**config.mk**
```make
export PLATFORM = sky130hd
export DESIGN_NAME = dataRam
export DESIGN_NICKNAME = d
export VERILOG_FILES = /design/src/dataRam.sv
export VERILOG_INCLUDE_DIRS = /design/src /design/src/src
export SDC_FILE = /design/constraint.sdc
export NUM_CORES = 2
export LEC_CHECK = 0
export BUFFER_PORTS_ARGS = -buffer_cell sky130_fd_sc_hd__clkbuf_2
export CAP_MARGIN = 20
export CORE_ASPECT_RATIO = 1.4
export CORE_MARGIN = 2
export CORE_UTILIZATION = 29
export DETAILED_ROUTE_END_ITERATION = 6
export PLACE_DENSITY = 0.55
export SYNTH_ARGS = -nofsm -noshare
export SYNTH_HDL_FRONTEND = slang
export SYNTH_SLANG_ARGS = --single-unit
```
**constraint.sdc**
```tcl
create_clock -name Clk -period 2.9 [get_ports Clk]
set_input_delay 0 -clock Clk [delete_from_list [all_inputs] [get_ports Clk]]
set_output_delay 0 -clock Clk [all_outputs]
set_load 0.02 [all_outputs]
```
**src/cpu_consts.svh**
```systemverilog
`ifndef CPU_CONSTS_SVH
`define CPU_CONSTS_SVH

////////////////////////////////////////
// datapath sizing
////////////////////////////////////////

// data and instruction word width.
`define CPU_DATA_W 16

// general purpose registers.
`define CPU_NREGS 16

////////////////////////////////////////
// data memory
////////////////////////////////////////

`define CPU_RAM_AW 8       // word address bits.
`define CPU_RAM_DEPTH 256  // words.

`endif

```
**src/dataRam.sv**
```systemverilog
`include "cpu_consts.svh"

module dataRam (
	input logic Clk,
	input logic we,
	input logic [`CPU_RAM_AW-1:0] addr,
	input logic [`CPU_DATA_W-1:0] wData,
	output logic [`CPU_DATA_W-1:0] rData
);

	logic [`CPU_DATA_W-1:0] mem [`CPU_RAM_DEPTH];

	always_ff @(posedge Clk) begin
		if (we)
			mem[addr] <= wData;
		rData <= mem[addr]; // one cycle read latency.
	end

endmodule

```
==> results by group <==
Pwr
  • P_leak: ~57 nW
  • Switching Fraction: 21.49%
  • Power density over cell area: 658.9 nW/µm²
  • Internal power: 95.39 mW
  • Clock network power share: 40.6%
  • Combinational share of power: approximately 5.4%
  • NetSw: around 26 mW
  • Worst ir drop on vdd: about 0.53 mV
  • Reg power frac: between 50% and 60%

STA
  • Fmax: about 350 MHz
  • Shortest period the worst path allows: roughly 2.9 ns
  • Worst slew margin: between 10% and 20%
  • Final hold violation count: 0
  • Worst setup margin: around 0.047 ns
  • Final period util: between 90% and 100%
  • Setup TNS Final: 0 ns
  • Slew @ Worst Pin: about 1.2 ns
  • Layout Skew: roughly 0.058 ns
  • Unrepaired setup endpoints after global routing: false
  • Final count of negative-setup-slack endpoints: 0
  • Slew Limit Fails: 0

Die
  • Die area: ~540000 µm²
  • Standard-cell rows: ~320
  • Core area: 534800 µm²
  • Initial Utilization: 29.06%
  • Die height: between 800 and 900 µm
  • Io pins: 42
  • Die Width: 622.7 µm

Clocking
  • CTS Buffer Depth: 4
  • Reg clk slew, reported paths: 0.07 ns
  • Clk sinks: slightly above 4000
  • CTS tree: yes
  • CTS Root Buffer Type: clkbuf_16
  • Clk_lat worst skew: approximately 0.95 ns
  • H-tree Lvls: 5
  • Post-CTS Setup Inserts: 0
  • CTS Buf Count: between 300 and 400

Place
  • Post-detail-place hpwl: 281500 µm
  • Dpl cell area: 172200 µm²
  • Routability congestion estimate: between 0.8 and 0.9
  • Pre-CTS setup slack: -0.9152 ns
  • Placed insts: between 10000 and 15000
  • I/O Buffers: just over 40

Synth
  • Seq/Total Area, Yosys: between 70% and 80%
  • Yosys warning count: 0
  • Syn nets: a little under 7000
  • Mapped Area: 155400 µm²
  • Flop and latch count out of synthesis: 4112
  • Top-area cell type share of the netlist area: 79.15%
  • Area contributors post-synth: edfxtp_1, mux4_2, a22oi_1
  • Mean Syn Cell Area: 23.10 µm²
  • Post-synthesis cell type count: 22
  • Mapped Cells: 6727
  • Cell taking the most area after synthesis: edfxtp_1

Final layout
  • Nets: about 7700
  • Finished Cell Area: around 180000 µm²
  • Fin util: 34.48%
  • Layout cell share with drive strength beyond 1: between 30% and 40%
  • Layout Area Growth over Synthesis: 18.67%
  • Final Non-Filler Cells: 15010

Route
  • Drt wl/cell: 29.69 µm
  • Final ANT Viol Nets: 0
  • DRT Wirelength: 445800 µm
  • Drt first pass iters: 7
  • Vias: 76010
  • Residual DRC: 1
  • Via/cell ratio: just over 5
  • Number of DRC markers in iteration 0: around 8400

Worst setup path
  • Crit path buf inv count: 1
  • Setup Crit Path Kind: flip-flop to flip-flop
  • Critical path endpoint category: flip-flop
  • Crit path max-delay family: compound AO/OA/AOI/OAI gates
  • R2r setup slk: roughly 0.047 ns
  • Crit start category: flip-flop
  • WP data required: between 3 and 4 ns
  • CP cell instances: mux4_2, a22oi_1, a21oi_1, o41ai_4, buf_4, nand4_1
  • Slowest stage delay, CP: 0.65 ns
  • Critical Path Fanout Max: 2
  • Slowest-stage cell, CP: o41ai_4
  • Worst Path Arrival: ~3.6 ns

GRT
  • First-pass GRT wire length: 619600 µm
  • Largest net degree at the start of global routing: between 100 and 150
  • Initial antenna violation count: 32
  • GRT Resource Usage Total: 16.00%
  • GRT overflow: 0
  • Vias in the first global route: a little under 80000

Outcome
  • Status: finished with violations
  • Failing checks: design-rule violations

Flow run
  • Max-cap check violation count: 0

Hold path
  • Hold Path Class: input pin to flip-flop
[cell type report]
class / instances / area [µm²]
fillers: 49430 / 350300
repair buffers: 999 / 9708
multi-input cells: 2194 / 30630
inverters: 1 / 3.754
clock buffers: 424 / 9469
flip-flops and latches: 4112 / 123300
diodes: 14 / 35.03
well taps: 7040 / 8808
clock inverters: 230 / 2436
[synth_stat cells]
cell type  count
dfxtp_1       16
a21oi_1      256
nand2b_1       6
clkbuf_1     249
or2_2          2
a22oi_1      512
nand4_1       16
inv_1          1
buf_1         54
o41ai_1       64
and2_1         3
nor2b_1        7
edfxtp_1    4096
buf_4         16
buf_6         25
nor2_1       232
nor3_1        30
buf_2         76
or3_1          1
nand3_1       13
nand2_1       28
mux4_2      1024
[stage by stage]
step / hold slack, ns / power (mW)
global placement: 0.4547 / 73.39
finish: 0.09686 / 121.5
global route: 0.1079 / 124.6
detailed placement: 0.4660 / 73.51
floorplan: 0.09887 / 69.67
CTS: 0.04156 / 122.5
[routing by layer]
| layer | wire (µm) | share of wire (%) | vias up | global-route usage (%) |
|---|---|---|---|---|
| met4 | 21410 | 4.8 | 6 | 7.079 |
| met1 | 164200 | 37 | 41790 | 19.10 |
| li1 | - | - | 30870 | - |
| met2 | 235900 | 53 | 2697 | 28.94 |
| met5 | 34 | 0.0076 | - | 0 |
| met3 | 24230 | 5.4 | 648 | 1.845 |
[power by group through the flow]
stage	logic (mW)	clock network, mW	registers [mW]
after floorplan	2.82	0	66.9
after global placement	6.50	0	66.9
after detailed placement	6.61	0	66.9
after CTS	6.66	50.2	65.6
after global routing	6.84	52.2	65.6
final	6.54	49.4	65.6
[flip-flops by register name, summed over array words and instances (netlist names)]
name   flops
mem     4096
rData     16
[path summary, 6_finish.rpt]
| check | from | endpoint | cells after the start |
|---|---|---|---|
| worst max-delay path | mem[171][11] | rData[11] | 6 |
| worst min-delay path | addr[5] | mem[88][14] | 5 |
| worst max register to register | mem[171][11] | rData[11] | 6 |
| worst min register to register | mem[131][3] | rData[3] | 6 |
[what timing repair did]
item | 4_1_cts | 5_1_grt
resized for setup | 6 | 1
cloned | 0 | 0
endpoints found under the hold margin | 3705 | 0
endpoints found under the setup margin | 5 | 1
hold buffers | 19 | 0
[layout by cell type (no fill, tap or decap), drive strengths merged, types with 7 or more instances in the layout]
cell         netlist  final
buf              171    957
a22oi            512    512
nand4             16     16
bufinv             0     45
dfxtp             16     16
nand2             28     28
clkinv             0    151
nor3              30     30
dlygate4sd3        0     19
mux4            1024   1024
diode              0     14
clkinvlp           0     20
inv                1     15
nor2             232    232
nand3             13     13
o41ai             64     64
clkbuf           249    447
nor2b              7      7
edfxtp          4096   4096
a21oi            256    256
[worst min-delay path, cell delays in order]
cell and delay (ns):
clkbuf_2 0.22, nor2b_1 0.12, buf_4 0.16, nand2_1 0.17
nor2_1 0.15
[logic make-up (layout without fill, tap and decap cells)]
family	Yosys count	after routing	synth area share, %
buffers and inverters	421	1654	1.238
DFF	4112	4112	79.36
muxes	1024	1024	14.84
other	0	14	0
and+or+nand+nor	338	338	0.9074
AOI/OAI and AO/OA	832	832	3.659
Power figures use the tool's default switching activity.
