File: config.mk
export PLATFORM = sky130hd
export DESIGN_NAME = condDecoder
export DESIGN_NICKNAME = d
export VERILOG_FILES = /design/src/cpuPkg.sv /design/src/condDecoder.sv
export VERILOG_INCLUDE_DIRS = /design/src /design/src/src
export SDC_FILE = /design/constraint.sdc
export NUM_CORES = 1
export LEC_CHECK = 0
export BUFFER_PORTS_ARGS = -buffer_cell sky130_fd_sc_hd__buf_2
export CAP_MARGIN = 20
export CORE_AREA = 8 8 45 47
export DETAILED_ROUTE_END_ITERATION = 7
export DIE_AREA = 0 0 53 55
export PLACE_DENSITY_LB_ADDON = 0.15
export SYNTH_ARGS = -nofsm -noshare
export SYNTH_HDL_FRONTEND = slang
export SYNTH_SLANG_ARGS = --single-unit
export TNS_END_PERCENT = 10
File: constraint.sdc
create_clock -name vclk -period 3.3
set_clock_uncertainty 0.2 [all_clocks]
set_input_delay 0.33 -clock vclk [all_inputs]
set_output_delay 0.33 -clock vclk [all_outputs]
set_load 0.005 [all_outputs]
File: src/cpu_consts.svh
`ifndef CPU_CONSTS_SVH
`define CPU_CONSTS_SVH

////////////////////////////////////////
// datapath sizing
////////////////////////////////////////

// data and instruction word width.
`define CPU_DATA_W 16

// general purpose registers.
`define CPU_NREGS 16

////////////////////////////////////////
// data memory
////////////////////////////////////////

`define CPU_RAM_AW 8       // word address bits.
`define CPU_RAM_DEPTH 256  // words.

`endif

File: src/cpuPkg.sv
`include "cpu_consts.svh"

package cpuPkg;

	// alu operation select.
	typedef enum logic [3:0] {
		ADD,
		SUB,
		CMP,
		AND,
		OR,
		XOR,
		NOT,
		LSH,
		RSH,
		ARSH,
		MUL
	} aluOpE;

	typedef enum logic [3:0] {
		FETCH,
		DECODE,
		REG_READ,
		REG_EXEC,
		IMM_EXEC,
		MEM_ADDR,
		LOAD_WAIT,
		LOAD_WB,
		STORE,
		MEM_DONE,
		SCOND,
		BRANCH,
		JUMP
	} fsmStateE;

	typedef struct packed {
		logic [3:0] opcode;
		logic [3:0] rdest;
		logic [3:0] ext;
		logic [3:0] rsrc;
	} instrT;

	// msb first, c sits in bit 0.
	typedef struct packed {
		logic n;
		logic z;
		logic f;
		logic l;
		logic c;
	} flagsT;

	typedef enum logic [1:0] {PC_NEXT, PC_BRANCH, PC_JUMP, PC_HOLD} pcSelE;

	typedef enum logic [1:0] {WB_ALU, WB_RAM, WB_COND} wbSelE;

	typedef struct packed {
		logic regWe;
		logic ramWe;
		logic flagWe;
		logic immSel;      // operand b from imm.
		logic signExt;
		aluOpE aluOp;
		wbSelE wbSel;
		logic [3:0] rdestIdx;
		logic [3:0] rsrcIdx;
		logic [7:0] imm;   // also the branch displacement.
		logic pcEn;
		pcSelE pcSel;
	} ctrlT;

	typedef struct packed {
		logic valid;
		logic [3:0] regIdx;
		logic [`CPU_DATA_W-1:0] data;
	} wbT;

endpackage

File: src/condDecoder.sv
module condDecoder (
	input logic [3:0] condCode,
	input cpuPkg::flagsT flags,
	output logic condTrue
);

	always_comb begin
		case (condCode)
			4'd0: condTrue = flags.z;                 // eq.
			4'd1: condTrue = !flags.z;
			4'd2: condTrue = flags.c;
			4'd3: condTrue = !flags.c;
			4'd4: condTrue = flags.l;                 // unsigned lower.
			4'd5: condTrue = !flags.l;
			4'd6: condTrue = flags.n;
			4'd7: condTrue = !flags.n;
			4'd8: condTrue = flags.f;
			4'd9: condTrue = !flags.f;
			4'd10: condTrue = !(flags.l || flags.z);
			4'd11: condTrue = flags.l || flags.z;
			4'd12: condTrue = !(flags.n || flags.z); // signed greater.
			4'd13: condTrue = flags.n || flags.z;
			4'd14: condTrue = 1'b1;
			default: condTrue = 1'b0;
		endcase
	end

endmodule

==> flow_metrics.env <==
export IMPL_die_area_um2=2920
export IMPL_antenna_left=0
export IMPL_remaining_drc_errors=0
export IMPL_peakVddDrop_uv=19.6
export IMPL_yosysMostFrequentCell="inv_1"
export IMPL_switchingPower_uw=12.7
export IMPL_internal_power_uw=12.6
export IMPL_dp_cells=50
export IMPL_die_y_um=55
export IMPL_rows=14
export IMPL_min_from="condCode[2]"
export IMPL_first_pass_iters=2
export IMPL_worstSetupStartpointType="primary input"
export IMPL_status="finished, final reports clean"
export IMPL_clkPwrFrac_pct=0
export IMPL_ys_seq_area_share_pct=0
export IMPL_die_width_um=53
export IMPL_coreArea_um2=1380
export IMPL_cts_resized_gates=0
export IMPL_final_cells=50
export IMPL_wl_per_cell_um=10.3
export IMPL_power_density_nw_per_um2=108
export IMPL_endpoint_kind="output port"
export IMPL_num_antenna_cells=0
export IMPL_finalCritPeriodShare_pct=62.3
export IMPL_yosys_area_top_type_share_pct=10.0
export IMPL_hold_path_class="primary input to output port"
export IMPL_pwr_share_comb_pct=100.0
export IMPL_drtIter0Drc=2
export IMPL_holdWs_ns=0.900
export IMPL_drt_wl_total_um=513
export IMPL_relSlewSlack_pct=86.0
export IMPL_synth_top_area_cell="xor2_1"
export IMPL_cts_setup_buffers=0
export IMPL_numPortBuffers=10
export IMPL_layout_drive_gt1_share_pct=32.4
export IMPL_grt_start_max_net_pins=9
export IMPL_ys_types=20
export IMPL_whs_path_depth=4
export IMPL_register_area_um2=0
export IMPL_maxCapViolCount=0
export IMPL_area_delta_synth_final_pct=33.6
export IMPL_setup_violations=0
export IMPL_power_frac_seq_pct=0
export IMPL_crit_type="primary input to output port"
export IMPL_postCtsHoldBufs=0
export IMPL_fin_nets=45
export IMPL_crit_required_ns=2.77
export IMPL_hold_end="condTrue"
export IMPL_initial_core_util_pct=12.7
export IMPL_dr_total_vias=210
export IMPL_grt_usage_pct=3.11
export IMPL_p_sw_share_pct=50.3
export IMPL_gr_total_overflow=0
export IMPL_clock_buffers=0
export IMPL_syn_inst=25
export IMPL_cp_max_fo=7
export IMPL_syn_num_nets=34
export IMPL_ios=10
export IMPL_finalMaxSlewViolations=0
export IMPL_syn_area_um2=175
export IMPL_grt_pass1_vias=198
export IMPL_power_leakage_uw=0.000104
export IMPL_seq_cells=0
export IMPL_tns_ns=0
export IMPL_yosysWarnings=0
export IMPL_rsz0062_at_grt="false"
export IMPL_synth_commonest_cells="3 x inv_1, 2 x a21oi_1, 2 x or4_1, 2 x xor2_1"
export IMPL_grt_first_pass_wirelength_um=765
export IMPL_antenna_found_initial=0
export IMPL_finalHoldViolations=0
export IMPL_fin_crit_ns=2.06
export IMPL_synthTopCellsByArea="xor2_1 10%, or4_1 8.6%, nor3b_2 7.1%, buf_6 6.4%, inv_1 6.4%"
export IMPL_cp_data_arrival_time_ns=1.53
export IMPL_gp_congestion=0.740
export IMPL_worst_pin_slew_ns=0.206
export IMPL_syn_avg_cell_area_um2=7.01
export IMPL_timing_fmax_ghz=0.486
export IMPL_viasPerCell=4.20
==> worst max-delay path by stage <==
stage                     start        to  slack [ns]  depth (start not counted)
global route        condCode[0]  condTrue        1.19                          6
floorplan           condCode[0]  condTrue        1.44                          5
detailed placement  condCode[0]  condTrue        1.24                          6
global placement    condCode[0]  condTrue        1.22                          6
finish              condCode[0]  condTrue        1.24                          6
CTS                 condCode[0]  condTrue        1.23                          6
==> power groups by stage <==
stage | sequential (µW) | clock [µW] | combinational, µW
after detailed placement | 0 | 0 | 25.6
after global routing | 0 | 0 | 28.7
after CTS | 0 | 0 | 25.8
final | 0 | 0 | 25.3
after floorplan | 0 | 0 | 14.3
after global placement | 0 | 0 | 26.0
==> logic make-up after synthesis <==
family	Yosys count	share of synthesized area (%)
buffers and inverters	4	12.9
AOI/OAI and AO/OA	7	26.4
and+or+nand+nor	11	45.7
xor gates and xnor gates	3	15.0
==> layout make-up <==
cell class	count	area, µm²
timing repair buffer	10	50.0
fill	169	1150
inverter	3	11.3
multi-input combinational	21	153
tap	16	20.0
==> layout by cell type (no fill, tap or decap) <==
| master | synthesis | routed |
|---|---|---|
| nor2_1 | 1 | 1 |
| nor4_1 | 1 | 1 |
| or4_1 | 2 | 2 |
| and3_1 | 1 | 1 |
| a21oi_1 | 2 | 2 |
| xnor2_1 | 1 | 1 |
| o21ai_1 | 1 | 1 |
| and2b_1 | 1 | 1 |
| nand3_1 | 1 | 1 |
| or4b_1 | 1 | 1 |
| nor2b_1 | 1 | 1 |
| o21ai_0 | 1 | 1 |
| o311ai_1 | 1 | 1 |
| o2111ai_1 | 1 | 1 |
| nor3b_2 | 1 | 1 |
| buf_2 | 0 | 10 |
| inv_1 | 3 | 3 |
| a32oi_1 | 1 | 1 |
| xor2_1 | 2 | 2 |
| nor3b_1 | 1 | 1 |
==> stage by stage <==
stage                     total power [µW]  utilization [%]  instance area [µm²]  setup WS, ns
after floorplan                       14.3                -                  175          1.44
after global placement                26.0             16.9                  234          1.22
after detailed placement              25.6             16.9                  234          1.24
after CTS                             25.8             16.9                  234          1.23
after global routing                  28.7             16.9                  234          1.19
final                                 25.3             16.9                  234          1.24
==> worst max-delay path, stage by stage <==
cell and delay, ns:
buf_2 0.15, xor2_1 0.17, a32oi_1 0.19, nor2_1 0.06, or4b_1 0.50, buf_2 0.14
==> per-layer routing <==
metal,vias to the layer above,share of wire (%),GRT usage (%)
li1,114,-,-
met1,94,40,3.17
met2,2,57,6.84
met3,0,2.5,0.267
met4,0,0,0
met5,-,0,0
No activity file was read; power rests on OpenSTA's default activity.
