File: config.mk
export PLATFORM = sky130hd
export DESIGN_NAME = pcUnit
export DESIGN_NICKNAME = d
export VERILOG_FILES = /design/src/cpuPkg.sv /design/src/pcUnit.sv
export VERILOG_INCLUDE_DIRS = /design/src /design/src/src
export SDC_FILE = /design/constraint.sdc
export NUM_CORES = 1
export LEC_CHECK = 0
export ABC_AREA = 1
export BUFFER_PORTS_ARGS = -buffer_cell sky130_fd_sc_hd__buf_2
export CORE_ASPECT_RATIO = 0.8
export CORE_MARGIN = 5
export CORE_UTILIZATION = 54
export CTS_BUF_LIST = sky130_fd_sc_hd__clkbuf_2 sky130_fd_sc_hd__clkbuf_4 sky130_fd_sc_hd__clkbuf_8
export DETAILED_ROUTE_END_ITERATION = 7
export PLACE_DENSITY = 0.86
export SETUP_SLACK_MARGIN = 0.2
export SKIP_LAST_GASP = 1
export SLEW_MARGIN = 20
export SYNTH_ARGS = -nofsm -noshare
export SYNTH_HDL_FRONTEND = slang
export SYNTH_SLANG_ARGS = --single-unit
File: constraint.sdc
create_clock -name Clk -period 3.3 [get_ports Clk]
set_clock_uncertainty 0.15 [all_clocks]
set_input_delay 0.66 -clock Clk [delete_from_list [all_inputs] [get_ports Clk]]
set_output_delay 0.66 -clock Clk [all_outputs]
set_load 0.1 [all_outputs]
File: src/cpu_consts.svh
`ifndef CPU_CONSTS_SVH
`define CPU_CONSTS_SVH

////////////////////////////////////////
// datapath sizing
////////////////////////////////////////

// data and instruction word width.
`define CPU_DATA_W 16

// general purpose registers.
`define CPU_NREGS 16

////////////////////////////////////////
// data memory
////////////////////////////////////////

`define CPU_RAM_AW 8       // word address bits.
`define CPU_RAM_DEPTH 256  // words.

`endif

File: src/cpuPkg.sv
`include "cpu_consts.svh"

package cpuPkg;

	// alu operation select.
	typedef enum logic [3:0] {
		ADD,
		SUB,
		CMP,
		AND,
		OR,
		XOR,
		NOT,
		LSH,
		RSH,
		ARSH,
		MUL
	} aluOpE;

	typedef enum logic [3:0] {
		FETCH,
		DECODE,
		REG_READ,
		REG_EXEC,
		IMM_EXEC,
		MEM_ADDR,
		LOAD_WAIT,
		LOAD_WB,
		STORE,
		MEM_DONE,
		SCOND,
		BRANCH,
		JUMP
	} fsmStateE;

	typedef struct packed {
		logic [3:0] opcode;
		logic [3:0] rdest;
		logic [3:0] ext;
		logic [3:0] rsrc;
	} instrT;

	// msb first, c sits in bit 0.
	typedef struct packed {
		logic n;
		logic z;
		logic f;
		logic l;
		logic c;
	} flagsT;

	typedef enum logic [1:0] {PC_NEXT, PC_BRANCH, PC_JUMP, PC_HOLD} pcSelE;

	typedef enum logic [1:0] {WB_ALU, WB_RAM, WB_COND} wbSelE;

	typedef struct packed {
		logic regWe;
		logic ramWe;
		logic flagWe;
		logic immSel;      // operand b from imm.
		logic signExt;
		aluOpE aluOp;
		wbSelE wbSel;
		logic [3:0] rdestIdx;
		logic [3:0] rsrcIdx;
		logic [7:0] imm;   // also the branch displacement.
		logic pcEn;
		pcSelE pcSel;
	} ctrlT;

	typedef struct packed {
		logic valid;
		logic [3:0] regIdx;
		logic [`CPU_DATA_W-1:0] data;
	} wbT;

endpackage

File: src/pcUnit.sv
`include "cpu_consts.svh"

module pcUnit (
	input logic Clk,
	input logic rstN,
	input logic pcEn,
	input cpuPkg::pcSelE pcSel,
	input logic [7:0] disp,
	input logic [`CPU_DATA_W-1:0] jumpTarget,
	output logic [`CPU_DATA_W-1:0] pc
);

	logic [`CPU_DATA_W-1:0] dispExt;

	assign dispExt = {{(`CPU_DATA_W - 8){disp[7]}}, disp};

	always_ff @(posedge Clk) begin
		if (!rstN)
			pc <= '0;
		else if (pcEn) begin
			case (pcSel)
				cpuPkg::PC_NEXT: pc <= pc + 1'b1;
				cpuPkg::PC_BRANCH: pc <= pc + dispExt; // pc still holds the branch address.
				cpuPkg::PC_JUMP: pc <= jumpTarget;
				default: pc <= pc;
			endcase
		end
	end

endmodule

==> results.txt <==
* Run status: completed
- Die height: 58.8 um
* Summed instance area of the synthesized netlist: 1610 um2
- Share of synthesized area occupied by flip-flops and latches: 20.0%
- Power spread over the standard cell area amounts to 360 nW/um2.
- The worst pin sits at a relative slew slack of 67.5%.
* Aggregate routed wire length: 4660 um
- Measured slew at the worst slew-check pin: 0.491 ns
- Hold buffers post-CTS: 0
- Gr busiest metal: met1
- Post-CTS setup buffers: 0
- Final Setup Violations: 0
- In the final layout, the share of cells above drive strength 1 is 23.3%.
- Sum of negative setup slack: 0 ns
- Counting along the longest clock path gives a buffer depth of 2.
- Number of enable-type register cells in the synthesized netlist: 0
* #FFs+latches synth: 16
* CTS tree: done
- The floorplan has 17 rows.
* Data arrival time of the critical path: 2.82 ns
- Including well taps, the total number of placed cells is 352.
* Count of input and output buffers: 44
- Final worst hold slack: 0.356 ns
- At the placement stage, the worst setup path has a slack of 0.202 ns.
* Placed cell area: 1860 um2
* Number of antenna-violating nets in the routed design: 0
- Number of failing hold endpoints at the final stage: 0
- The first detailed-routing pass ran for 5 iterations.
- After synthesis, the share of flip-flops with an asynchronous set or reset is 0%.
- Setup slack of the worst register-to-register path: 1.11 ns
- Average size of a mapped cell: 5.88 um2
- In this run the worst setup path begins at pcSel[1].
- Tmin final: 2.83 ns
* GPL Wtd Cong: 0.977
* Vias/cell: 5.41
* Number of global-route vias before repair: 1611
- The critical path ends at pc[12].
- CTS sink count: 16
* Clock-pin slew of the registers on the worst-case setup and hold paths: 0.07 ns
* Area added between synthesis and finish: 19.3%
* Full die area: 4170 um2
* Register with the most flip-flops: pc
- Peak fanout along the critical path: 9
* Largest net degree at the start of global routing: 25
- Antenna violations before repair: 0
- Counting every instance in the synthesized netlist gives 273.
* Start of the worst register-to-register path: pc[0]
* Leakage power figure: 1.03 nW
- Flip-flop count of the largest register after layout: 16
* Initial cell density of the core: 57.2%
- In the layout the commonest cells are 75 x sky130_fd_sc_hd__nand2_1, 44 x sky130_fd_sc_hd__buf_2, 37 x sky130_fd_sc_hd__nor2_1.
- Dividing the final minimum period by the clock period gives 85.9%.
- Achievable clock frequency: 353 MHz
* Clk_lat worst skew: 0.26 ns
- Post-synth cell types: 34
* Remaining global-route overflow: 0
* Global routing met3 resource utilization: 5.97%
* Count of cells resized by post-cts repair: 0
- The worst setup path is launched from an input pin.
- Total non-filler cell area in the finished layout: 1920 um2
- Met1 track demand over resource in global routing: 34.8%
- The first global-routing pass estimated 7670 um of wire.
* CTS HTree Levels: 1
- YS warnings: 0
* Clock buffers created by TritonCTS: 3
- Most common cell after layout, fill and taps aside: sky130_fd_sc_hd__nand2_1
* Residual DRC: 0
* Max Transition Viols Final: 0
- The floorplan step defined a core boundary enclosing 2810 um2.
- Leading registers by flop count: pc x16
* Number of max-cap violations: 0
- Setup repair after global routing left no endpoint under its margin.
- For the worst flop-to-flop path, the logic depth is 12.
- The wire-length estimate of the detail-placed layout is 3580 um.
* Crit path required time: 3.29 ns
- Among all flip-flop cells after synthesis, the most frequent one is sky130_fd_sc_hd__dfxtp_1.
- From left edge to right edge, the die measures 71.0 um.
* Global-route usage over all layers: 22.9%
- For this run, global-route usage on met2 was measured as 33.2%.
* Vias post-DR: 1927
- IR Drop Worst-Case VDD: 256 uV
- The number of nets in the synthesized netlist is 310.
* Final std cells w/o fill: 356
- Hold crit path type: reg2reg
* FF-to-FF End: pc[12]
* Final-stage net count: 356
- Crit end category: register
- The repair_antennas step left the layout with diodes totalling 0.
- WL per Instance: 13.1 um
- 45 I/O pins were placed.
- By startpoint and endpoint, the worst setup path is classified as in2reg.
* Drt initial violations: 227
- Setup slack closes at 0.466 ns.
* Cell at the root of the clock tree: sky130_fd_sc_hd__clkbuf_8
## synth_stat cells (all sizes together), types with 2 or more instances
library cell	instances	share of area (%)
a21oi	27	8.9
a41o	2	1.2
a41oi	2	1.1
buf	3	1.5
clkbuf	3	0.70
clkinv	2	0.55
dfxtp	16	20
ha	7	5.5
inv	32	7.5
nand2	84	21
nand3	19	6.2
nand4	8	3.1
nor2	42	11
o211ai	2	0.94
o21ai	14	4.4
xor2	3	1.6
## critical path, stage by stage
cell,delay [ns]
sky130_fd_sc_hd__buf_2,0.10
sky130_fd_sc_hd__inv_2,0.15
sky130_fd_sc_hd__nand2_4,0.07
sky130_fd_sc_hd__or2_2,0.27
sky130_fd_sc_hd__ha_1,0.22
sky130_fd_sc_hd__fa_1,0.41
sky130_fd_sc_hd__nand3_1,0.10
sky130_fd_sc_hd__nand2_1,0.08
sky130_fd_sc_hd__nand3_1,0.07
sky130_fd_sc_hd__nand2_1,0.09
sky130_fd_sc_hd__nand2_1,0.09
sky130_fd_sc_hd__nand2_1,0.08
sky130_fd_sc_hd__nand2_1,0.09
sky130_fd_sc_hd__a21oi_1,0.06
sky130_fd_sc_hd__o21ai_0,0.19
sky130_fd_sc_hd__a21oi_1,0.08
## layer usage
layer | part of all wire, % | wire length (um) | up-vias
met5 | 0 | 0 | -
met4 | 0.71 | 33 | 0
met3 | 12 | 558 | 5
met2 | 41 | 1930 | 105
met1 | 46 | 2140 | 835
li1 | - | - | 982
## worst min-delay path by stage
stage                     startpoint  depth (start not counted)     end  slack (ns)
final                         pc[15]                          2  pc[15]        0.36
after global routing          pc[13]                          2  pc[13]        0.37
after CTS                      pc[5]                          2   pc[5]        0.36
after detailed placement       pc[5]                          2   pc[5]        0.35
after global placement        pc[12]                          2  pc[12]        0.34
after floorplan                 rstN                          2   pc[2]        0.65
## logic make-up after synthesis
| group | after synthesis | share of synthesized area (%) |
|---|---|---|
| compound gates | 51 | 18.6 |
| xor+xnor | 4 | 2.18 |
| simple gates | 154 | 42.3 |
| buf+inv | 40 | 10.2 |
| fa+ha+maj | 8 | 6.70 |
| flops | 16 | 20.0 |
## metrics by stage
stage / utilization [%] / total power, W
after floorplan: - / 0.000446
after global placement: 66.3 / 0.000507
after detailed placement: 66.3 / 0.000509
after CTS: 68.2 / 0.000690
final: 68.2 / 0.000690
after global routing: 68.2 / 0.000729
## final cells by class
| class | instances | area (um2) |
|---|---|---|
| clock buffer | 4 | 55.1 |
| inverter | 34 | 129 |
| tap | 38 | 47.5 |
| fill | 270 | 892 |
| multi-input combinational | 217 | 1120 |
| sequential | 16 | 320 |
| timing repair buffer | 47 | 243 |
## power by group
part           switching [W]  total, W  internal, W
registers          0.0000168  0.000224     0.000207
clock network      0.0000754  0.000182     0.000106
logic               0.000212  0.000285    0.0000729
(Power assumes the default switching activity.)
