File: src/cpu_consts.svh
`ifndef CPU_CONSTS_SVH
`define CPU_CONSTS_SVH

////////////////////////////////////////
// datapath sizing
////////////////////////////////////////

// data and instruction word width.
`define CPU_DATA_W 16

// general purpose registers.
`define CPU_NREGS 16

////////////////////////////////////////
// data memory
////////////////////////////////////////

`define CPU_RAM_AW 8       // word address bits.
`define CPU_RAM_DEPTH 256  // words.

`endif

File: src/cpuPkg.sv
`include "cpu_consts.svh"

package cpuPkg;

	// alu operation select.
	typedef enum logic [3:0] {
		ADD,
		SUB,
		CMP,
		AND,
		OR,
		XOR,
		NOT,
		LSH,
		RSH,
		ARSH,
		MUL
	} aluOpE;

	typedef enum logic [3:0] {
		FETCH,
		DECODE,
		REG_READ,
		REG_EXEC,
		IMM_EXEC,
		MEM_ADDR,
		LOAD_WAIT,
		LOAD_WB,
		STORE,
		MEM_DONE,
		SCOND,
		BRANCH,
		JUMP
	} fsmStateE;

	typedef struct packed {
		logic [3:0] opcode;
		logic [3:0] rdest;
		logic [3:0] ext;
		logic [3:0] rsrc;
	} instrT;

	// msb first, c sits in bit 0.
	typedef struct packed {
		logic n;
		logic z;
		logic f;
		logic l;
		logic c;
	} flagsT;

	typedef enum logic [1:0] {PC_NEXT, PC_BRANCH, PC_JUMP, PC_HOLD} pcSelE;

	typedef enum logic [1:0] {WB_ALU, WB_RAM, WB_COND} wbSelE;

	typedef struct packed {
		logic regWe;
		logic ramWe;
		logic flagWe;
		logic immSel;      // operand b from imm.
		logic signExt;
		aluOpE aluOp;
		wbSelE wbSel;
		logic [3:0] rdestIdx;
		logic [3:0] rsrcIdx;
		logic [7:0] imm;   // also the branch displacement.
		logic pcEn;
		pcSelE pcSel;
	} ctrlT;

	typedef struct packed {
		logic valid;
		logic [3:0] regIdx;
		logic [`CPU_DATA_W-1:0] data;
	} wbT;

endpackage

File: src/controlFsm.sv
module controlFsm (
	input logic Clk,
	input logic rstN,
	input cpuPkg::instrT instr,
	input cpuPkg::flagsT aluFlags,
	input logic condTrue,
	output cpuPkg::ctrlT ctrl,
	output logic [3:0] condCode,
	output cpuPkg::flagsT flags,
	output cpuPkg::fsmStateE state
);

	cpuPkg::fsmStateE nextState;
	cpuPkg::instrT ir;
	cpuPkg::aluOpE aluOpSel;
	logic isRegForm;
	logic isLoad;

	////////////////////////////////////////
	// decode helpers
	////////////////////////////////////////

	// ext or opcode values shared by the register and immediate forms.
	function automatic logic isAluCode(logic [3:0] code);
		case (code)
			4'b0101, 4'b1001, 4'b1011, 4'b0001, 4'b0010, 4'b0011, 4'b1110: return 1'b1;
			default: return 1'b0;
		endcase
	endfunction

	function automatic cpuPkg::aluOpE opFromCode(logic [3:0] code);
		case (code)
			4'b0101, 4'b0110: return cpuPkg::ADD; // addui lands here too.
			4'b1001: return cpuPkg::SUB;
			4'b1011: return cpuPkg::CMP;
			4'b0001: return cpuPkg::AND;
			4'b0010: return cpuPkg::OR;
			4'b0011: return cpuPkg::XOR;
			4'b1110: return cpuPkg::MUL;
			default: return cpuPkg::LSH;
		endcase
	endfunction

	function automatic logic isAluInstr(cpuPkg::instrT i);
		logic regOk;
		logic immOk;
		regOk = (i.opcode == 4'b0000 && isAluCode(i.ext)) ||
			(i.opcode == 4'b1000 && i.ext == 4'b0100);
		immOk = isAluCode(i.opcode) || i.opcode == 4'b0110;
		return regOk || immOk;
	endfunction

	// bcond and jcond leave the pc alone in decode.
	function automatic logic isFlowInstr(cpuPkg::instrT i);
		return i.opcode == 4'b1100 || (i.opcode == 4'b0100 && i.ext == 4'b1100);
	endfunction

	assign isRegForm = (ir.opcode == 4'b0000) || (ir.opcode == 4'b1000);
	assign isLoad = (ir.ext == 4'b0000);
	assign aluOpSel = (ir.opcode == 4'b1000) ? cpuPkg::LSH :
		isRegForm ? opFromCode(ir.ext) : opFromCode(ir.opcode);

	// scond keeps its condition in rsrc.
	assign condCode = (ir.opcode == 4'b0100 && ir.ext == 4'b1101) ? ir.rsrc : ir.rdest;

	////////////////////////////////////////
	// state, instruction and flag registers
	////////////////////////////////////////

	always_ff @(posedge Clk) begin
		if (!rstN) begin
			state <= cpuPkg::FETCH;
			ir <= '0;
			flags <= '0;
		end else begin
			state <= nextState;
			if (state == cpuPkg::DECODE)
				ir <= instr; // fetch data is valid through decode.
			if (ctrl.flagWe)
				flags <= aluFlags;
		end
	end

	always_comb begin
		case (state)
			cpuPkg::FETCH: nextState = cpuPkg::DECODE;
			cpuPkg::DECODE: begin
				if (isAluInstr(instr))
					nextState = cpuPkg::REG_READ;
				else if (instr.opcode == 4'b1100)
					nextState = cpuPkg::BRANCH;
				else if (instr.opcode == 4'b0100) begin
					case (instr.ext)
						4'b0000, 4'b0100: nextState = cpuPkg::MEM_ADDR;
						4'b1101: nextState = cpuPkg::SCOND;
						4'b1100: nextState = cpuPkg::JUMP;
						default: nextState = cpuPkg::FETCH;
					endcase
				end else
					nextState = cpuPkg::FETCH; // unused encoding.
			end
			cpuPkg::REG_READ: nextState = isRegForm ? cpuPkg::REG_EXEC : cpuPkg::IMM_EXEC;
			cpuPkg::MEM_ADDR: nextState = isLoad ? cpuPkg::LOAD_WAIT : cpuPkg::STORE;
			cpuPkg::LOAD_WAIT: nextState = cpuPkg::MEM_DONE;
			cpuPkg::STORE: nextState = cpuPkg::MEM_DONE;
			cpuPkg::MEM_DONE: nextState = isLoad ? cpuPkg::LOAD_WB : cpuPkg::FETCH;
			default: nextState = cpuPkg::FETCH;
		endcase
	end

	////////////////////////////////////////
	// control word
	////////////////////////////////////////

	always_comb begin
		ctrl = '0;
		ctrl.aluOp = aluOpSel;
		ctrl.wbSel = cpuPkg::WB_ALU;
		ctrl.pcSel = cpuPkg::PC_HOLD;
		ctrl.rdestIdx = ir.rdest;
		ctrl.rsrcIdx = ir.rsrc;
		ctrl.imm = {ir.ext, ir.rsrc};
		ctrl.signExt = (ir.opcode != 4'b0110);
		case (state)
			cpuPkg::DECODE: begin
				if (!isFlowInstr(instr)) begin
					ctrl.pcEn = 1'b1;
					ctrl.pcSel = cpuPkg::PC_NEXT;
				end
			end
			cpuPkg::REG_EXEC: begin
				ctrl.flagWe = 1'b1;
				ctrl.regWe = (aluOpSel != cpuPkg::CMP);
			end
			cpuPkg::IMM_EXEC: begin
				ctrl.immSel = 1'b1;
				ctrl.flagWe = 1'b1;
				ctrl.regWe = (aluOpSel != cpuPkg::CMP);
			end
			cpuPkg::STORE: ctrl.ramWe = 1'b1;
			cpuPkg::LOAD_WB: begin
				ctrl.regWe = 1'b1;
				ctrl.wbSel = cpuPkg::WB_RAM;
			end
			cpuPkg::SCOND: begin
				ctrl.regWe = 1'b1;
				ctrl.wbSel = cpuPkg::WB_COND;
			end
			cpuPkg::BRANCH: begin
				ctrl.pcEn = 1'b1;
				ctrl.pcSel = condTrue ? cpuPkg::PC_BRANCH : cpuPkg::PC_NEXT;
			end
			cpuPkg::JUMP: begin
				ctrl.pcEn = 1'b1;
				ctrl.pcSel = condTrue ? cpuPkg::PC_JUMP : cpuPkg::PC_NEXT;
			end
			default: ;
		endcase
	end

endmodule

File: config.mk
export PLATFORM = sky130hd
export DESIGN_NAME = controlFsm
export DESIGN_NICKNAME = d
export VERILOG_FILES = /design/src/cpuPkg.sv /design/src/controlFsm.sv
export VERILOG_INCLUDE_DIRS = /design/src /design/src/src
export SDC_FILE = /design/constraint.sdc
export NUM_CORES = 1
export LEC_CHECK = 0
export BUFFER_PORTS_ARGS = -buffer_cell sky130_fd_sc_hd__buf_4
export CAP_MARGIN = 20
export CORE_ASPECT_RATIO = 0.8
export CORE_MARGIN = 2
export CORE_UTILIZATION = 40
export CTS_CLUSTER_SIZE = 28
export DETAILED_ROUTE_END_ITERATION = 16
export PLACE_DENSITY = 0.63
export SKIP_LAST_GASP = 1
export SLEW_MARGIN = 20
export SYNTH_ARGS = -nofsm -noshare
export SYNTH_HDL_FRONTEND = slang
export SYNTH_SLANG_ARGS = --single-unit
File: constraint.sdc
create_clock -name Clk -period 6 [get_ports Clk]
set_input_delay 0.3 -clock Clk [delete_from_list [all_inputs] [get_ports Clk]]
set_output_delay 0.3 -clock Clk [all_outputs]
set_load 0.01 [all_outputs]
==> results_dict.tcl <==
set metrics [dict create \
    first_pass_iters 4 \
    syn_area_per_cell_um2 8.07 \
    internal-power_uw 516 \
    diodes 0 \
    cp.arrival_ns 2.83 \
    nFillCells 572 \
    maxSlewViolCount 0 \
    cts_buffers 5 \
    place_congestion 0.851 \
    ant_nets 0 \
    fp.dieH_um 71.3 \
    grt_pass1_vias 1881 \
    setup_tns_ns 0 \
    path_class "flip-flop to flip-flop" \
    wire_per_inst_um 14.3 \
    antenna_found_initial 0 \
    yosys_register_bits 33 \
    vias 2066 \
    grt_overflow 0 \
    fmax_mhz 383 \
    timing.final.crit_share 0.435 \
    grt_max_degree 27 \
    rsz0062_at_grt "false" \
    p_seq_frac 0.360 \
    seq_area_um2 661 \
    nets 352 \
    grt_pass1_wl_um 9070 \
    start_kind "flip-flop" \
    worst_slew_pin_slew_ns 0.750 \
    p_clk_frac 0.237 \
    powerDensity_mw_per_mm2 291 \
    final_hold_viol_count 0 \
    final_common_cell "buf_4" \
    hpwl_um 4160 \
    viasPerCell 5.15 \
    hp-class "input port to flip-flop" \
    yosys_warnings 0 \
    htree_num_levels 2 \
    ioPinCount 67 \
    async_reset_ff_frac 0 \
    initial_core_util 0.415 \
    yosys-top-cells-area "dfxtp_1, nand2_1, a21oi_1, mux2i_1, buf_4" \
    status "complete, no violations" \
    maxSlewHeadroom 0.499 \
    fp-row-count 24 \
    skew_ns 0.00389 \
    worstPathRequired_ns 6.22 \
    die-area_mm2 0.00629 \
    setup_viol 0 \
    ys_types 57 \
    cp_max_fo 17 \
    clk_latency_ns 0.30 \
    cp-end-kind "flip-flop" \
    cts_resized 0 \
    netlist.area_leader.share 0.291 \
    wl_um 5730 \
    grt_usage 0.184 \
    fp.dieW_um 88.2 \
    leakagePower_nw 1.23 \
    postCtsHoldBufs 0 \
    p_total_uw 810 \
    clock_path_buffers 2 \
    clkSlewWorstSetupHoldPaths_ns 0.07 \
    postCtsSetupRepairBufs 0 \
    drc 0 \
    pwr-share-comb 0.404 \
    synth_area_mm2 0.00227 \
    final_cell_mix "buf_4, nand2_1, dfxtp_1" \
    synth_cells 281 \
    synth_edf_count 0 \
    period_needed_ns 2.61 \
    tritoncts "yes" \
    drtIter0Drc 122 \
    synth_flop_cell "dfxtp_1" \
    multi_input_area_mm2 0.00136 \
    syn_to_final_growth_pct 22.7 \
    clock-sinks 33 \
    seq_area_frac_synth 0.291 \
    switchingPower_uw 294 \
    peakVddDrop_mv 0.131 \
    yosysTopAreaCell "dfxtp_1" \
    syn-num-nets 311 \
    sw_frac_of_total 0.363 \
    portBuffers 66 \
    placeableCoreArea_mm2 0.00547 \
    cap_violations 0 \
    drive_above_1_share 0.316 \
    cts_root_buf "clkbuf_8" \
]
## path summary, 6_finish.rpt
| path | from | end | slack (ns) | cells past startpoint |
|---|---|---|---|---|
| setup / recovery | state[3]$_SDFF_PN0_ | flip-flop | 3.39 | 7 |
| hold / removal | aluFlags[2] | flags[2]$_SDFFE_PN0P_ | 0.24 | 3 |
| setup reg to reg | state[3]$_SDFF_PN0_ | flip-flop | 3.39 | 7 |
| hold reg to reg | ctrl[15]$_SDFFE_PN0P_ | ctrl[15]$_SDFFE_PN0P_ | 0.48 | 2 |
## cell families after synthesis
family	after synthesis	share of synthesized area
AND/OR/NAND/NOR	108	0.267
AO/OA/AOI/OAI	59	0.176
buffers and inverters	50	0.111
flip-flops	33	0.291
multiplexers	25	0.123
adder cells (fa/ha/maj)	6	0.0331
## per-layer routing
metal / GRT usage / part of all wire / vias to the layer above
li1: - / - / 1044
met1: 0.257 / 0.49 / 954
met2: 0.282 / 0.43 / 61
met3: 0.0380 / 0.065 / 7
met4: 0.0623 / 0.012 / 0
met5: 0 / 0 / -
## per-stage QoR
step | area [um^2] | hold slack (ns) | util | worst slack [ns] | cells
floorplan | 2270 | 0.436 | - | 3.71 | 281
detailed placement | 2680 | 0.471 | 0.490 | 3.42 | 393
CTS | 2780 | 0.237 | 0.509 | 3.40 | 401
global placement | 2680 | 0.462 | 0.490 | 3.46 | 393
finish | 2780 | 0.244 | 0.509 | 3.39 | 401
global route | 2780 | 0.246 | 0.509 | 3.13 | 401
## cells in the mapped netlist, types with 2 or more instances
library cell,number
a211o_1,2
a211oi_1,2
a21oi_1,24
a221oi_1,3
a2bb2oi_1,2
and2_1,5
and2_2,2
and3_1,3
and3b_1,2
buf_2,3
buf_4,16
clkbuf_1,14
dfxtp_1,33
ha_1,6
inv_1,14
inv_2,2
mux2_2,10
mux2_4,3
mux2i_1,12
nand2_1,37
nand2b_1,8
nand3b_1,3
nor2_1,15
nor2b_1,5
nor3_1,8
nor3b_1,3
nor4_1,2
nor4b_2,2
o211a_1,2
o21ai_0,8
o21bai_1,2
o221ai_1,2
or3_1,2
## critical path, stage by stage, from the launching register on
cell and delay (ns):
dfxtp_1 0.68, or4b_1 0.62, nand2_1 0.14, a21oi_1 0.35
inv_1 0.10, ha_1 0.23, o2111a_1 0.25, o221ai_1 0.15
## power groups by stage
stage	Clock [mW]	Combinational, mW	Sequential (mW)
floorplan	0	0.245	0.281
global placement	0	0.324	0.296
detailed placement	0	0.327	0.296
CTS	0.198	0.329	0.291
global route	0.208	0.359	0.299
finish	0.192	0.327	0.291
## layout make-up
cell class,count,area share
inverter,17,0.0229
clock inverter,1,0.00180
sequential,33,0.238
tap,78,0.0351
timing repair buffer,67,0.181
multi-input combinational,198,0.487
clock buffer,7,0.0346
Note: power is estimated with default switching activity, not from simulation.
