**src/cpu_consts.svh**
```systemverilog
`ifndef CPU_CONSTS_SVH
`define CPU_CONSTS_SVH

////////////////////////////////////////
// datapath sizing
////////////////////////////////////////

// data and instruction word width.
`define CPU_DATA_W 16

// general purpose registers.
`define CPU_NREGS 16

////////////////////////////////////////
// data memory
////////////////////////////////////////

`define CPU_RAM_AW 8       // word address bits.
`define CPU_RAM_DEPTH 256  // words.

`endif

```
**src/cpuPkg.sv**
```systemverilog
`include "cpu_consts.svh"

package cpuPkg;

	// alu operation select.
	typedef enum logic [3:0] {
		ADD,
		SUB,
		CMP,
		AND,
		OR,
		XOR,
		NOT,
		LSH,
		RSH,
		ARSH,
		MUL
	} aluOpE;

	typedef enum logic [3:0] {
		FETCH,
		DECODE,
		REG_READ,
		REG_EXEC,
		IMM_EXEC,
		MEM_ADDR,
		LOAD_WAIT,
		LOAD_WB,
		STORE,
		MEM_DONE,
		SCOND,
		BRANCH,
		JUMP
	} fsmStateE;

	typedef struct packed {
		logic [3:0] opcode;
		logic [3:0] rdest;
		logic [3:0] ext;
		logic [3:0] rsrc;
	} instrT;

	// msb first, c sits in bit 0.
	typedef struct packed {
		logic n;
		logic z;
		logic f;
		logic l;
		logic c;
	} flagsT;

	typedef enum logic [1:0] {PC_NEXT, PC_BRANCH, PC_JUMP, PC_HOLD} pcSelE;

	typedef enum logic [1:0] {WB_ALU, WB_RAM, WB_COND} wbSelE;

	typedef struct packed {
		logic regWe;
		logic ramWe;
		logic flagWe;
		logic immSel;      // operand b from imm.
		logic signExt;
		aluOpE aluOp;
		wbSelE wbSel;
		logic [3:0] rdestIdx;
		logic [3:0] rsrcIdx;
		logic [7:0] imm;   // also the branch displacement.
		logic pcEn;
		pcSelE pcSel;
	} ctrlT;

	typedef struct packed {
		logic valid;
		logic [3:0] regIdx;
		logic [`CPU_DATA_W-1:0] data;
	} wbT;

endpackage

```
**src/alu.sv**
```systemverilog
`include "cpu_consts.svh"

module alu (
	input cpuPkg::aluOpE op,
	input logic [`CPU_DATA_W-1:0] a,
	input logic [`CPU_DATA_W-1:0] b,
	output logic [`CPU_DATA_W-1:0] result,
	output cpuPkg::flagsT flags
);

	localparam int MSB = `CPU_DATA_W - 1;

	logic [`CPU_DATA_W:0] sum;
	logic [`CPU_DATA_W:0] diff;
	logic [3:0] shAmt;

	assign sum = {1'b0, a} + {1'b0, b};
	assign diff = {1'b0, a} - {1'b0, b}; // top bit is the borrow.
	assign shAmt = b[3:0];

	always_comb begin
		case (op)
			cpuPkg::ADD: result = sum[MSB:0];
			cpuPkg::SUB, cpuPkg::CMP: result = diff[MSB:0];
			cpuPkg::AND: result = a & b;
			cpuPkg::OR: result = a | b;
			cpuPkg::XOR: result = a ^ b;
			cpuPkg::NOT: result = ~a;
			cpuPkg::LSH: result = a << shAmt;
			cpuPkg::RSH: result = a >> shAmt;
			cpuPkg::ARSH: result = $signed(a) >>> shAmt;
			cpuPkg::MUL: result = a * b; // low half only.
			default: result = '0;
		endcase
	end

	////////////////////////////////////////
	// flags
	////////////////////////////////////////

	always_comb begin
		flags = '0;
		flags.z = (result == '0);
		flags.n = result[MSB];
		case (op)
			cpuPkg::ADD: begin
				flags.c = sum[`CPU_DATA_W];
				flags.f = (a[MSB] == b[MSB]) && (sum[MSB] != a[MSB]);
			end
			cpuPkg::SUB: begin
				flags.c = diff[`CPU_DATA_W];
				flags.f = (a[MSB] != b[MSB]) && (diff[MSB] != a[MSB]);
			end
			cpuPkg::CMP: begin
				flags.c = diff[`CPU_DATA_W];
				flags.f = (a[MSB] != b[MSB]) && (diff[MSB] != a[MSB]);
				flags.z = (a == b);
				flags.l = diff[`CPU_DATA_W];             // unsigned below.
				flags.n = ($signed(a) < $signed(b));
			end
			default: ;
		endcase
	end

endmodule

```
**config.mk**
```make
export PLATFORM = sky130hd
export DESIGN_NAME = alu
export DESIGN_NICKNAME = d
export VERILOG_FILES = /design/src/cpuPkg.sv /design/src/alu.sv
export VERILOG_INCLUDE_DIRS = /design/src /design/src/src
export SDC_FILE = /design/constraint.sdc
export NUM_CORES = 1
export LEC_CHECK = 0
export BUFFER_PORTS_ARGS = -buffer_cell sky130_fd_sc_hd__buf_2
export CORE_ASPECT_RATIO = 1.4
export CORE_UTILIZATION = 59
export DETAILED_ROUTE_END_ITERATION = 10
export PLACE_DENSITY = 0.92
export SYNTH_ARGS = -nofsm -noshare
export SYNTH_HDL_FRONTEND = slang
export SYNTH_SLANG_ARGS = --single-unit
```
**constraint.sdc**
```tcl
create_clock -name vclk -period 6.1
set_input_delay 0.305 -clock vclk [all_inputs]
set_output_delay 0.305 -clock vclk [all_outputs]
set_load 0.02 [all_outputs]
```
==> impl_results.md, run 1 <==
* Layout fillers at approximately 1100
* Synth-to-Final Area Change at 17.6%
* Initial antenna violation count at 1
* Slew @ Worst Pin at approximately 1.4 ns
* WHS Endpoint: flags[2]
* Worst setup SP type: primary input
* ANT nets after route at 0
* Final min period at 6.19 ns
* CTS Hold Buffers Added at 0
* Sequential element share of the synthesized area at 0%
* Simple-gate share of the synthesized area at approximately a fifth
* Initial Utilization at 60.4%
* Final setup viols at 1
* Warnings, synthesis at 0
* Post-synthesis mux area share at a little under a tenth
* Synth Area in XOR/XNOR at 4.34%
* Cell accounting for the most synthesized area: fa_1
* Vias in the first global route at 9675
* Failing checks: setup timing
* Post-Syn Instances at between 1000 and 1500
* Synth top area cells: fa_1, ha_1, inv_1
* Drt wl/cell at roughly 28 um
* Core Footprint at roughly 14000 sq um
* Die height at 143 um
* Hold crit path type: primary input to primary output
* Congestion Overflow GR at 0
* Crit path launch: a[2]
* Crit-path slowest cell: fa_1
* Adder-cell share of the synthesized area at between 30% and 40%
* Fin. max-slew vios at 0
* Via count at slightly below 10000
* Reg area at 0 sq um
* Drt total wl at just under 40 mm
* Max Cap Viol at 0
* WP data required at slightly below 6 ns
* Final Hold Vio Count at 0
* Kind of critical path: primary input to primary output
* Worst-path cell chain: clkbuf_4 -> ha_2 -> clkinvlp_4 -> fa_1 -> inv_1 -> ha_1 -> ha_1 -> fa_1 -> ha_1 -> inv_1 -> fa_1 -> inv_1 -> ha_4 -> a211o_1 -> nor3b_1 -> a2111oi_2 -> buf_4 -> o211ai_1 -> or4b_4 -> nor4_4 -> nand4b_1 -> o21ai_2 -> buf_6
* Die Span X at 103 um
* IO Port Bufs at 57
* Worst slew margin at slightly below 6%
* Compound-gate portion of the synthesized area at between 15 and 20%
* Worst setup EP type: primary output
* Cells after DPL at about 1400
* Final GP Congestion at ~1.1
* Hold Path Cell Cnt at 4
* Drt via density at between 7 and 8
* Fraction of layout cells with a size suffix above 1 at around 23%
* Router iterations before antenna repair at 8
* Arr. time, crit path at 5.88 ns
* Total GRT Usage at between 50% and 60%
* Syn Area/Cell at 7.52 sq um
* Iteration-0 DRC Markers at roughly 1400
* Most common cell after layout, fill and taps aside: inv_1
* Setup ws final at -0.0885 ns
* Mapped Nets at ~1300
* Row cnt at 51
* Hold Crit Start: a[15]
* Full die area at approximately 15000 sq um
* Final nets at 1438
* Status: finished, violations left
* Tcrit/Tclk final at 101%
* Synth cell types at 79
* I/O Pins at 57
* Largest stage delay, worst path at 0.56 ns
* Hpwl dp at a little under 30 mm
* Final Instance Count excl. Fillers at 1405
* Clkbuf count at 0
* Max Clk Rate at around 0.16 GHz
* Largest family of logic cells by synthesized area: adder cells
* First-pass GRT wire length at around 58 mm
* Sequential cells at 0
* DRC violations left at 0
* Pin count of the biggest net entering global routing at 41
* Area fraction of the dominant cell type after synthesis at a little under 20%
* RSZ-0062 raised after global routing: true
* CP Max Fanout at 6
* Mapped Area at 8400 sq um
* Commonest non-fill, non-tap cells in the layout: inv_1, buf_4, nand2_1
==> synthesized netlist by cell type (14+ instances only) <==
master / count
inv_1: 164
nand2_1: 109
nor2_1: 103
ha_1: 100
fa_1: 81
a21oi_1: 53
clkbuf_1: 46
o21ai_0: 45
xnor2_1: 30
mux2i_1: 26
nor3_1: 25
a211oi_1: 22
mux4_2: 16
nor2b_1: 14
==> cell type report <==
cell class	instances	area (sq um)	area share, %
multi-input combinational	875	7740	78.3
timing repair buffer	174	1230	12.5
inverter	170	676	6.84
tap	185	231	2.34
antenna	1	2.50	0.0253
==> worst max-delay path by stage <==
stage | endpoint
final | flags[3]
after global routing | flags[3]
after CTS | flags[4]
after detailed placement | flags[3]
after global placement | flags[3]
after floorplan | flags[3]
==> metrics by stage <==
step,TNS (ns),util [%],hold WS [ns],setup WS [ns],cell area (sq um)
final,-0.0885,71.0,1.31,-0.0885,9880
after CTS,-0.00780,69.4,1.28,-0.00638,9660
after global placement,-0.124,68.2,1.26,-0.0815,9490
after global routing,-0.344,71.0,1.33,-0.268,9880
after detailed placement,-0.361,68.2,1.28,-0.237,9490
after floorplan,0,-,0.964,0.0443,8500
==> worst max-delay path: cells and delay by family <==
kind	cells	cell delay [ns]
adders and majority gates	8	2.62
and+or+nand+nor	4	1.24
AOI/OAI and AO/OA	4	0.85
buffers and inverters	7	0.87
==> timing repair <==
action	4_1_cts	5_1_grt
pin swaps	15	20
hold endpoints to repair	0	0
endpoints found under the setup margin	2	3
buffers inserted	6	3
resized for setup	35	50
==> kinds of logic (layout without fill, tap and decap cells) <==
| group | count (synthesis) | after routing |
|---|---|---|
| compound gates | 245 | 245 |
| xor+xnor | 40 | 40 |
| fa+ha+maj | 181 | 181 |
| buf+inv | 241 | 344 |
| mux | 51 | 51 |
| other cells | 0 | 1 |
| simple gates | 358 | 358 |
==> routing by layer <==
| layer | global-route usage (%) | vias up | wire (um) | share of wire, % |
|---|---|---|---|---|
| li1 | - | 4051 | - | - |
| met1 | 59.9 | 4594 | 12400 | 32 |
| met2 | 79.9 | 918 | 16700 | 43 |
| met3 | 20.0 | 359 | 5260 | 13 |
| met4 | 47.1 | 0 | 4670 | 12 |
| met5 | 0 | - | 0 | 0 |
==> run 2, diff against run 1 <==
--- a/config.mk
+++ b/config.mk
@@ -11,6 +11,7 @@
 export CORE_UTILIZATION = 59
 export DETAILED_ROUTE_END_ITERATION = 10
 export PLACE_DENSITY = 0.92
+export RECOVER_POWER = 25
 export SYNTH_ARGS = -nofsm -noshare
 export SYNTH_HDL_FRONTEND = slang
 export SYNTH_SLANG_ARGS = --single-unit
==> run 2 against run 1 <==
- the flow still finishes with violations (setup timing)
- worst hold slack improved by 0.0041 ns
- core utilization barely moved
- routed wire length up 0.12%
- count of clock-buffer cells in the layout stayed put
- non-clock buffer count did not move
- global-route usage unchanged
- die area unchanged
- sequential cell count is the same
- cell area is essentially flat
- critical path type unchanged
- critical endpoint unchanged
- highest routed layer unchanged
==> impl_results.md, run 2 (same netlist as run 1, synthesis figures left out) <==
* CTS Hold Buffers Added at 0 (unchanged)
* Worst-path cell chain: clkbuf_4 -> ha_2 -> clkinvlp_4 -> fa_1 -> inv_1 -> ha_1 -> ha_1 -> fa_1 -> ha_1 -> inv_1 -> fa_1 -> inv_1 -> ha_4 -> a211o_1 -> nor3b_1 -> a2111oi_2 -> buf_4 -> o211ai_1 -> or4b_4 -> nor4_4 -> nand4b_1 -> o21ai_2 -> buf_6 (unchanged)
* Setup ws final at -0.0515 ns (was -0.0885 ns)
* Drt via density at 7.01 (was 7.06)
* CP top delay family: adder cells (unchanged)
* Router iterations before antenna repair at 8 (unchanged)
* Worst setup SP type: primary input (unchanged)
* CP Max Fanout at 6 (unchanged)
* Kind of critical path: primary input to primary output (unchanged)
* Total GRT Usage at 53.9% (unchanged)
* Hpwl dp at 29.6 mm (unchanged)
* RSZ-0062 raised after global routing: true (unchanged)
* Congestion Overflow GR at 0 (unchanged)
* Vias in the first global route at 9675 (unchanged)
* Crit-path slowest cell: or4b_4 (was fa_1)
* Fraction of layout cells with a size suffix above 1 at 22.6% (was 22.8%)
* Row cnt at 51 (unchanged)
* WP data required at 5.79 ns (about the same)
* Initial Utilization at 60.4% (unchanged)
* Status: finished, violations left (unchanged)
* Clkbuf count at 0 (unchanged)
* Layout fillers at 1103 (was 1099)
* Fin. max-slew vios at 0 (unchanged)
* Tcrit/Tclk final at 101% (about the same)
* Die Span X at 103 um (unchanged)
* Sequential cells at 0 (unchanged)
* Final min period at 6.15 ns (was 6.19 ns)
* Final GP Congestion at 1.11 (unchanged)
* Die height at 143 um (unchanged)
* Final Hold Vio Count at 0 (unchanged)
* Most common cell after layout, fill and taps aside: inv_1 (unchanged)
* DRC violations left at 0 (unchanged)
* Min Hold Slack at 1.32 ns (was 1.31 ns)
* Full die area at 14700 sq um (unchanged)
* Drt wl/cell at 27.8 um (about the same)
* Hold Path Cell Cnt at 6 (was 4)
* Initial antenna violation count at 1 (unchanged)
* Max Cap Viol at 0 (unchanged)
* Worst slew margin at 6.24% (was 5.90%)
* Largest stage delay, worst path at 0.56 ns (about the same)
* Arr. time, crit path at 5.85 ns (was 5.88 ns)
* Final setup viols at 1 (unchanged)
* Reg area at 0 sq um (unchanged)
* Iteration-0 DRC Markers at 1377 (was 1384)
* Failing checks: setup timing (unchanged)
* Via count at 9855 (was 9922)
* Core Footprint at 13900 sq um (unchanged)
* Slew @ Worst Pin at 1.40 ns (was 1.41 ns)
* ANT nets after route at 0 (unchanged)
* I/O Pins at 57 (unchanged)
* Hold crit path type: primary input to primary output (unchanged)
* WP buf/inv at 7 (unchanged)
* First-pass GRT wire length at 57.6 mm (unchanged)
* Synth-to-Final Area Change at 17.6% (about the same)
* Max Clk Rate at 0.163 GHz (was 0.162 GHz)
* IO Port Bufs at 57 (unchanged)
* Critical path depth at 23 (unchanged)
* Commonest non-fill, non-tap cells in the layout: inv_1, buf_4, nand2_1 (unchanged)
* Worst setup EP type: primary output (unchanged)
* Final nets at 1438 (unchanged)
* Pin count of the biggest net entering global routing at 41 (unchanged)
* Drt total wl at 39.1 mm (was 39.0 mm)
run 2: cell types whose count changed in the layout (fill, tap and decap cells not counted), sizes merged:
cell | previous run | this run
buf | 171 | 168
clkbuf | 3 | 6
run 2: stage by stage:
stage / instances / cell area [sq um] / setup TNS (ns) / setup WS (ns) / utilization (%)
finish: 1405 / 9870 / -0.0515 / -0.0515 / 71.0
global route: 1405 / 9870 / -0.344 / -0.268 / 71.0
CTS: 1401 / 9660 / -0.00780 / -0.00638 / 69.4
detailed placement: 1395 / 9490 / -0.361 / -0.237 / 68.2
global placement: 1395 / 9490 / -0.124 / -0.0815 / 68.2
floorplan: 1116 / 8500 / 0 / 0.0443 / -
run 2: final timing paths:
check	startpoint	to	slack [ns]
min	b[15]	flags[1]	1.32
max	a[2]	flags[3]	-0.05
run 2: layout make-up:
class              count  area (sq um)  share of cell area (%)
diodes                 1          2.50                  0.0253
inverters            170           676                    6.84
multi-input cells    875          7740                    78.4
repair buffers       174          1220                    12.4
well taps            185           231                    2.34
run 2: metal layers:
metal  share of wire (%)  track usage, %  up-vias
li1                    -               -     4046
met1                  32            59.9     4579
met2                  42            79.9      875
met3                  13            20.0      355
met4                  12            47.1        0
met5                   0               0        -
run 2: timing repair:
| action | 4_1_cts | 5_1_grt |
|---|---|---|
| endpoints found under the setup margin | 2 | 3 |
| gates resized for setup | 35 | 50 |
| cloned | 0 | 0 |
| buffers inserted | 6 | 3 |
| pin swaps | 15 | 20 |
